**src/direction.mem**
```
// Sobol direction words in hex, dimension 0..3 each with bit positions 0..15
8000
4000
2000
1000
0800
0400
0200
0100
0080
0040
0020
0010
0008
0004
0002
0001
8000
c000
a000
f000
8800
cc00
aa00
ff00
8080
c0c0
a0a0
f0f0
8888
cccc
aaaa
ffff
8000
c000
6000
9000
e800
5c00
8e00
c500
6880
9cc0
ee60
5590
8068
c09c
60ee
9055
8000
c000
2000
5000
f800
7400
a200
9300
d880
2540
59e0
e6d0
7808
b40c
8202
c305

```
**src/qmc_pkg.sv**
```systemverilog
`default_nettype none

package qmc_pkg;

    // Bits in a Sobol index and in a point word
    localparam int FP_WIDTH = 16;

    // Time-step dimensions per path
    localparam int NUM_DIMS = 4;

    // Dimension number width
    localparam int DIM_W = $clog2(NUM_DIMS);

    // Depth of the XOR reduction tree in the point stage.
    // FP_WIDTH has to be a power of two so the tree has exactly FP_WIDTH leaves
    localparam int XOR_LEVELS = $clog2(FP_WIDTH);

    // Direction ROM size in dimension-major then bit-position order
    localparam int ROM_DEPTH = NUM_DIMS * FP_WIDTH;

endpackage

`default_nettype wire

```
**src/sobol_index_sequencer.sv**
```systemverilog
`timescale 1ns/1ps
`default_nettype none

module sobol_index_sequencer
    import qmc_pkg::*;
(
    input  logic                clk,
    input  logic                rst_n,
    input  logic                start,
    input  logic [FP_WIDTH-1:0] num_paths,
    output logic                busy,
    output logic                seq_valid,
    input  logic                seq_ready,
    output logic [FP_WIDTH-1:0] seq_idx,
    output logic [DIM_W-1:0]    seq_dim,
    output logic                seq_last
);

    logic [FP_WIDTH-1:0] path_count;
    logic [FP_WIDTH-1:0] idx_q;
    logic [DIM_W-1:0]    dim_q;
    logic                launch;
    logic                xfer;
    logic                dim_wrap;

    // A zero path count never starts a run
    assign launch   = start && !busy && (num_paths != '0);
    assign xfer     = seq_valid && seq_ready;
    assign dim_wrap = (dim_q == DIM_W'(NUM_DIMS - 1));

    assign seq_valid = busy;
    assign seq_idx   = idx_q;
    assign seq_dim   = dim_q;
    assign seq_last  = dim_wrap && (idx_q == path_count);

    // Path count is sampled once per run
    always_ff @(posedge clk) begin
        if (launch) begin
            path_count <= num_paths;
        end
    end

    always_ff @(posedge clk or negedge rst_n) begin
        if (!rst_n) begin
            busy  <= 1'b0;
            idx_q <= '0;
            dim_q <= '0;
        end else if (launch) begin
            // Sobol index 0 is the origin, so runs start at 1
            busy  <= 1'b1;
            idx_q <= FP_WIDTH'(1);
            dim_q <= '0;
        end else if (xfer) begin
            if (seq_last) begin
                busy <= 1'b0;
            end else if (dim_wrap) begin
                dim_q <= '0;
                idx_q <= idx_q + 1'b1;
            end else begin
                dim_q <= dim_q + 1'b1;
            end
        end
    end

endmodule

`default_nettype wire

```
**src/sobol_point.sv**
```systemverilog
`timescale 1ns/1ps
`default_nettype none

module sobol_point
    import qmc_pkg::*;
(
    input  logic                clk,
    input  logic                rst_n,
    input  logic                valid_in,
    output logic                ready_out,
    output logic                valid_out,
    input  logic                ready_in,
    input  logic [FP_WIDTH-1:0] idx_in,
    input  logic [DIM_W-1:0]    dim_in,
    output logic [FP_WIDTH-1:0] sobol_out
);

    // Direction numbers, one word per (dimension, bit) pair
    logic [FP_WIDTH-1:0] dir_rom [ROM_DEPTH];
    initial $readmemh("/design/src/direction.mem", dir_rom);

    logic [FP_WIDTH-1:0] gray;
    logic [FP_WIDTH-1:0] sobol_raw;

    // Heap-ordered tree where node i has children 2i+1 and 2i+2
    logic [FP_WIDTH-1:0] node [2*FP_WIDTH-1];

    logic                buf_valid;
    logic [FP_WIDTH-1:0] buf_data;
    logic                accept;
    logic                consume;

    // Gray code lets consecutive indices differ in a single direction word
    assign gray = idx_in ^ (idx_in >> 1);

    // Leaves sit at the bottom of the heap
    for (genvar k = 0; k < FP_WIDTH; k++) begin : g_leaf
        assign node[FP_WIDTH-1+k] = gray[k] ? dir_rom[{dim_in, XOR_LEVELS'(k)}] : '0;
    end

    for (genvar lvl = 0; lvl < XOR_LEVELS; lvl++) begin : g_level
        for (genvar j = 0; j < (1 << lvl); j++) begin : g_pair
            localparam int N = (1 << lvl) - 1 + j;
            assign node[N] = node[2*N+1] ^ node[2*N+2];
        end
    end

    assign sobol_raw = node[0];

    // One-entry output buffer
    assign accept    = valid_in && ready_out;
    assign consume   = buf_valid && ready_in;
    assign ready_out = !buf_valid || ready_in;
    assign valid_out = buf_valid;
    assign sobol_out = buf_data;

    always_ff @(posedge clk or negedge rst_n) begin
        if (!rst_n) begin
            buf_valid <= 1'b0;
        end else begin
            case ({accept, consume})
                2'b01:   buf_valid <= 1'b0;
                2'b10:   buf_valid <= 1'b1;
                // Idle, or one in and one out at once
                default: buf_valid <= buf_valid;
            endcase
        end
    end

    always_ff @(posedge clk) begin
        if (accept) begin
            buf_data <= sobol_raw;
        end
    end

endmodule

`default_nettype wire

```
**src/sobol_digital_shift.sv**
```systemverilog
`timescale 1ns/1ps
`default_nettype none

module sobol_digital_shift
    import qmc_pkg::*;
(
    input  logic                clk,
    input  logic                rst_n,
    input  logic                shift_load,
    input  logic [DIM_W-1:0]    shift_dim,
    input  logic [FP_WIDTH-1:0] shift_word,
    input  logic                valid_in,
    output logic                ready_out,
    output logic                valid_out,
    input  logic                ready_in,
    input  logic [FP_WIDTH-1:0] point_in,
    input  logic [DIM_W-1:0]    dim_in,
    input  logic                last_in,
    output logic [FP_WIDTH-1:0] point_out,
    output logic [DIM_W-1:0]    dim_out,
    output logic                last_out
);

    // Random shift per dimension as written by the host
    logic [FP_WIDTH-1:0] shift_reg [NUM_DIMS];

    logic out_valid_q;
    logic accept;

    assign accept    = valid_in && ready_out;
    assign ready_out = !out_valid_q || ready_in;
    assign valid_out = out_valid_q;

    always_ff @(posedge clk or negedge rst_n) begin
        if (!rst_n) begin
            for (int d = 0; d < NUM_DIMS; d++) begin
                shift_reg[d] <= '0;
            end
        end else if (shift_load) begin
            shift_reg[shift_dim] <= shift_word;
        end
    end

    always_ff @(posedge clk or negedge rst_n) begin
        if (!rst_n) begin
            out_valid_q <= 1'b0;
        end else if (accept) begin
            out_valid_q <= 1'b1;
        end else if (ready_in) begin
            out_valid_q <= 1'b0;
        end
    end

    // Item picks up the shift word as it stood before this edge
    always_ff @(posedge clk) begin
        if (accept) begin
            point_out <= point_in ^ shift_reg[dim_in];
            dim_out   <= dim_in;
            last_out  <= last_in;
        end
    end

endmodule

`default_nettype wire

```
**src/sobol_qmc_top.sv**
```systemverilog
`timescale 1ns/1ps
`default_nettype none

module sobol_qmc_top
    import qmc_pkg::*;
(
    input  logic                clk,
    input  logic                rst_n,
    input  logic                start,
    input  logic [FP_WIDTH-1:0] num_paths,
    output logic                busy,
    input  logic                shift_load,
    input  logic [DIM_W-1:0]    shift_dim,
    input  logic [FP_WIDTH-1:0] shift_word,
    output logic                out_valid,
    input  logic                out_ready,
    output logic [FP_WIDTH-1:0] out_data,
    output logic [DIM_W-1:0]    out_dim,
    output logic                out_last
);

    logic                seq_valid;
    logic                seq_ready;
    logic [FP_WIDTH-1:0] seq_idx;
    logic [DIM_W-1:0]    seq_dim;
    logic                seq_last;

    logic                pt_valid;
    logic                pt_ready;
    logic [FP_WIDTH-1:0] pt_data;
    logic [DIM_W-1:0]    pt_dim;
    logic                pt_last;

    sobol_index_sequencer u_seq (
        .clk       (clk),
        .rst_n     (rst_n),
        .start     (start),
        .num_paths (num_paths),
        .busy      (busy),
        .seq_valid (seq_valid),
        .seq_ready (seq_ready),
        .seq_idx   (seq_idx),
        .seq_dim   (seq_dim),
        .seq_last  (seq_last)
    );

    sobol_point u_point (
        .clk       (clk),
        .rst_n     (rst_n),
        .valid_in  (seq_valid),
        .ready_out (seq_ready),
        .valid_out (pt_valid),
        .ready_in  (pt_ready),
        .idx_in    (seq_idx),
        .dim_in    (seq_dim),
        .sobol_out (pt_data)
    );

    // Sideband travels beside the point buffer and loads on the same accept
    always_ff @(posedge clk) begin
        if (seq_valid && seq_ready) begin
            pt_dim  <= seq_dim;
            pt_last <= seq_last;
        end
    end

    sobol_digital_shift u_shift (
        .clk        (clk),
        .rst_n      (rst_n),
        .shift_load (shift_load),
        .shift_dim  (shift_dim),
        .shift_word (shift_word),
        .valid_in   (pt_valid),
        .ready_out  (pt_ready),
        .valid_out  (out_valid),
        .ready_in   (out_ready),
        .point_in   (pt_data),
        .dim_in     (pt_dim),
        .last_in    (pt_last),
        .point_out  (out_data),
        .dim_out    (out_dim),
        .last_out   (out_last)
    );

endmodule

`default_nettype wire

```
**config.mk**
```make
export PLATFORM = sky130hd
export DESIGN_NAME = sobol_qmc_top
export DESIGN_NICKNAME = d
export VERILOG_FILES = /design/src/qmc_pkg.sv /design/src/sobol_index_sequencer.sv /design/src/sobol_point.sv /design/src/sobol_digital_shift.sv /design/src/sobol_qmc_top.sv
export SDC_FILE = /design/constraint.sdc
export NUM_CORES = 1
export LEC_CHECK = 0
export ABC_AREA = 0
export BUFFER_PORTS_ARGS = -buffer_cell sky130_fd_sc_hd__buf_2
export CAP_MARGIN = 20
export CORE_MARGIN = 2
export CORE_UTILIZATION = 48
export CTS_BUF_LIST = sky130_fd_sc_hd__clkbuf_4
export DETAILED_ROUTE_END_ITERATION = 8
export GPL_ROUTABILITY_DRIVEN = 0
export PLACE_DENSITY_LB_ADDON = 0.1
export SYNTH_ARGS = -nofsm -noshare
export SYNTH_HDL_FRONTEND = slang
export SYNTH_HIERARCHICAL = 1
export SYNTH_SLANG_ARGS = --single-unit
```
**constraint.sdc**
```tcl
create_clock -name clk -period 2.1 [get_ports clk]
set_input_delay 0.21 -clock clk [delete_from_list [all_inputs] [get_ports clk]]
set_output_delay 0.21 -clock clk [all_outputs]
set_load 0.02 [all_outputs]
```
Word-level counts from Yosys, hierarchy flattened
Cells that the tools add are included.
- $add $sub $neg: 2
- order comparisons: 3
- equal/unequal tests: 5
- mux-type cells: 36
- bitwise gates (word level): 19
- reductions and logical operators: 20
- operators with widths (operator ; number):
    2-to-1 mux 16 bit ; 23
    XOR 16 bit ; 16
    bitwise mux 64 bit ; 1
    binary-select mux 16 bit (select 2 bit) ; 1
    demux 16 bit (select 2 bit) ; 1
    adder 16 x 1 -> 16 bit (second input constant) ; 1
    equality test 16 bit ; 1
    nonzero test 16 bit ; 1
    XOR 16 x 15 -> 16 bit ; 1
    nonzero test 2 bit ; 5
    2-to-1 mux 2 bit ; 4
    greater-or-equal comparator 3 bit (second input constant) ; 2
    logical AND 1 bit ; 6
    inverter 2 -> 3 bit ; 2
    2-to-1 mux 1 bit ; 5
    equality test 2 bit (second input constant) ; 2
    AND reduction 2 bit ; 2
    logical NOT 1 bit ; 3
    less-than comparator 3 x 1 -> 1 bit (second input constant) ; 1
    AND reduction 3 bit ; 1
    adder 2 x 1 -> 2 bit (second input constant) ; 1
    equality test 2 x 1 -> 1 bit (second input constant) ; 1
    logical OR 1 bit ; 2
    != test 2 x 1 -> 1 bit (second input constant) ; 1
    case mux 1 bit (2 select lines) ; 1
- bits in registers: 139
- input bits: 39
- output and inout port bits: 21

Logic depth before layout (Yosys ltp)
- depth after elaboration: 6
- depth in mapped cells: 8

Cells and area by module
Netlist, hierarchy kept.
- modules (own cells, without submodules) (module ; instances ; cells an instance ; area each (um^2)):
    sobol_digital_shift ; 1 ; 195 ; 3587.2
    sobol_index_sequencer ; 1 ; 149 ; 1707.9
    sobol_point ; 1 ; 23 ; 202.7
    sobol_qmc_top ; 1 ; 4 ; 96.3

Worst setup path after synthesis
Ideal clock, no wire load.
- path kind: flip-flop to flip-flop
- start point: register u_seq.idx_q[0] (netlist: u_seq/seq_idx[0])
- end point: register u_seq.idx_q[14] (netlist: u_seq/seq_idx[14])
- arrival: 1.735 ns
- slack: 0.288 ns
- stages on the path, launching flop included: 8
- path through: dfrtp_1 -> ha_1 -> nand3_2 -> or2_4 -> nor2_4 -> nand2_2 -> or4_1 -> a21oi_1
- word-level cells in the longest chain between the ends: 5
- ends and longest elaborated chain (item ; RTL line ; source):
    start: declaration ; sobol_index_sequencer.sv:20 ; logic [FP_WIDTH-1:0] idx_q;
    start signal: assignment ; sobol_index_sequencer.sv:58 ; idx_q <= idx_q + 1'b1;
    adder 16 x 1 -> 16 bit ; sobol_index_sequencer.sv:58 ;
    2-to-1 mux 16 bit ; sobol_index_sequencer.sv:56 ; end else if (dim_wrap) begin
    2-to-1 mux 16 bit ; sobol_index_sequencer.sv:54 ; if (seq_last) begin
    2-to-1 mux 16 bit ; sobol_index_sequencer.sv:53 ; end else if (xfer) begin
    2-to-1 mux 16 bit ; sobol_index_sequencer.sv:48 ; end else if (launch) begin
Several ways; a longest one is shown, not always the timed one. The select of a mux whose other input is x is not followed.
A chain may end at the register's enable or synchronous reset.

Worst setup path in the final report
Ends and elaborated chain as after synthesis.

==> metrics <==
crit path from u_seq/seq_idx[0]$_DFFE_PN0P_; most numerous cell in the Yosys netlist dfrtp_1; switching share of power slightly above 30%; fin. max-slew vios 0; leakage around 2.8 nW; fin nets 522; Clock power frac 21.5%; fin crit share 93.1%; Startpoint Class flop; die area 0.0125 mm2; headroom to the max-slew limit about three fifths; detailed placer's ending HPWL approximately 6700 um; first-pass GRT wire length 17500 um; combinational share of power a little over 30%; WL/cell between 15 and 20 um; top cells by area, synth dfrtp_1, edfxtp_1, mux2_2; Seq/Total Area, Yosys 58.4%; CTS clk-pin slew, worst paths approximately 0.11 ns; post-route ant nets 0; clock sinks 123; H-tree depth 4; initial cell density of the core 49.0%; Hold Startpoint out_ready; DR DRC count 0; Final Hold Viols 0; register share of total power 48.2%; ant diodes 0; total global routing overflow 0; fraction of layout cells with a size suffix above 1 39.1%; CTS buffer count 17; CTS tree yes; EDFF count, synth 38; Peak Freq about 510 MHz; Hold Path Class input port to flop; Die Width about 110 um; RSZ-0062 raised after global routing false; vias per cell 5.18; vias in the first global route 3467; most instantiated cells after synthesis dfrtp_1, mux2_2, edfxtp_1, xor2_1, buf_4; Worst Path Class, Setup flop to flop; total core area approximately 0.011 mm2; worst r2r src u_seq/seq_idx[0]$_DFFE_PN0P_; CP Data Required Time 2.54 ns; # Max-Cap Violations 0; DRT Pass-1 Iters 4; largest net degree at the start of global routing 41; All-Layer GR Usage 18.2%; skew final approximately 0.018 ns; pwr/cell area 1070 mW/mm2; Pwr Total 7.04 mW; row count 39; post-synthesis cell type count 45; Synth area leader dfrtp_1; WL final 10300 um; Final Non-Filler Cells 636; setup tns final 0 ns; drt first-iter violations 134; internal power 4.89 mW; worst slew pin tran about 0.58 ns; min Tclk post-route about 2 ns; CP max FO 5; Layout area overhead 18.1%; maximum VDD drop between 0.8 and 0.9 mV; area share of the largest cell type after synthesis 38.0%; max FFs per register 64; synthesized area between 0.005 and 0.006 mm2; Post-synth ARST share about 70%; initial antenna violation count 0; CTS Buffer Depth 2; Most used DFF post-synth dfrtp_1; clock tree root buffer cell clkbuf_4; Ys Warns 6; Port Buffer Count 59; Clock Latency Late Sink 0.52 ns; run status finished, final reports clean; P_sw approximately 2.2 mW; Mapped Cells 371; Yosys reg bits approximately 120; # setup viols final 0; DIE HEIGHT 112 um; IO Pins 60; Mean Syn Cell Area roughly 15 um2; critical path endpoint category flop; DR vias 3293; Placed Instances ~570; Critical Path AT 2.40 ns
## power groups by stage
stage                     sequential [mW]  clock, mW  combinational [mW]
after floorplan                      3.64          0                1.35
after global placement               3.42          0                2.08
after detailed placement             3.44          0                2.11
after CTS                            3.39       1.58                2.16
after global routing                 3.46       1.70                2.33
final                                3.39       1.52                2.13
## per-stage QoR
stage / utilization (%) / instance area, um2 / hold WS [ns] / worst slack [ns]
3_5_place_dp: 52.7 / 6020 / 0.137 / 0.118
6_report: 57.9 / 6610 / 0.0366 / 0.145
5_1_grt: 57.9 / 6610 / 0.00529 / 0.0432
2_1_floorplan: - / 5650 / -0.0856 / 0.288
4_1_cts: 57.8 / 6600 / 0.000884 / 0.0819
3_3_place_gp: 52.7 / 6020 / 0.135 / 0.200
## critical path, stage by stage (launching register included)
cell and delay (ns):
dfrtp_2 0.44, ha_1 0.20, nand3_2 0.10, or2_4 0.29, nor2_4 0.14, nand2_2 0.08
or4_1 0.47, a21oi_1 0.15
## cells by family after synthesis
family	after synthesis	synth area share [%]
DFF	123	58.4
xor gates and xnor gates	32	5.01
and+or+nand+nor	63	7.45
AOI/OAI and AO/OA	34	3.74
muxes	82	20.2
buffers and inverters	33	4.47
adders and majority gates	3	0.671
other	1	0.0670
## worst paths after layout
check | to | slack [ns] | cells past startpoint
worst max-delay path | u_seq/seq_idx[14]$_DFFE_PN0P_ | 0.14 | 7
worst min-delay path | u_shift/valid_out$_DFFE_PN0P_ | 0.04 | 3
worst max register to register | u_seq/seq_idx[14]$_DFFE_PN0P_ | 0.14 | 7
worst min register to register | u_shift/last_out$_DFFE_PP_ | 0.44 | 0
max in group asynchronous | u_shift/shift_reg[17]$_DFFE_PN0P_ | 1.33 | 3
min in group asynchronous | u_seq/seq_idx[10]$_DFFE_PN0P_ | 0.14 | 2
## metal layers
metal / share of wire (%) / vias up / global-route usage (%)
met4: 0.92 / 0 / 5.77
met5: 0 / - / 0
met1: 48 / 1636 / 25.1
met2: 47 / 74 / 27.8
li1: - / 1575 / -
met3: 4.7 / 8 / 5.93
## final cells by class
type | count | area [um2]
Clock buffer | 19 | 143
Clock inverter | 13 | 109
Fill cell | 949 | 4810
Inverter | 4 | 15.0
Multi-Input combinational cell | 230 | 2140
Sequential cell | 123 | 3270
Tap cell | 143 | 179
Timing Repair Buffer | 104 | 756
## cells in the final DEF, fill, tap and decap left out, drive strengths merged
master	instances
a21bo	1
a21oi	10
and2	3
and3	3
buf	71
bufinv	2
clkbuf	19
clkinv	11
conb	16
dfrtp	85
dlygate4sd3	33
edfxtp	38
ha	3
inv	4
mux2	65
mux2i	1
mux4	16
nand2	12
nand2b	3
nand3	11
nand3b	3
nand4	2
nor2	4
nor3	1
nor3b	1
nor4	7
o211ai	4
o21ai	11
o21bai	1
o31ai	7
or2	2
or3	9
or4	2
xnor2	1
xor2	31
## repair_timing
| action | 4_1_cts | 5_1_grt |
|---|---|---|
| resized for setup | 0 | 2 |
| buffers inserted | 0 | 0 |
| hold buffers | 33 | 0 |
| endpoints found under the hold margin | 165 | 0 |
| setup endpoints to repair | 0 | 2 |
Note: power is estimated with default switching activity, not from simulation.
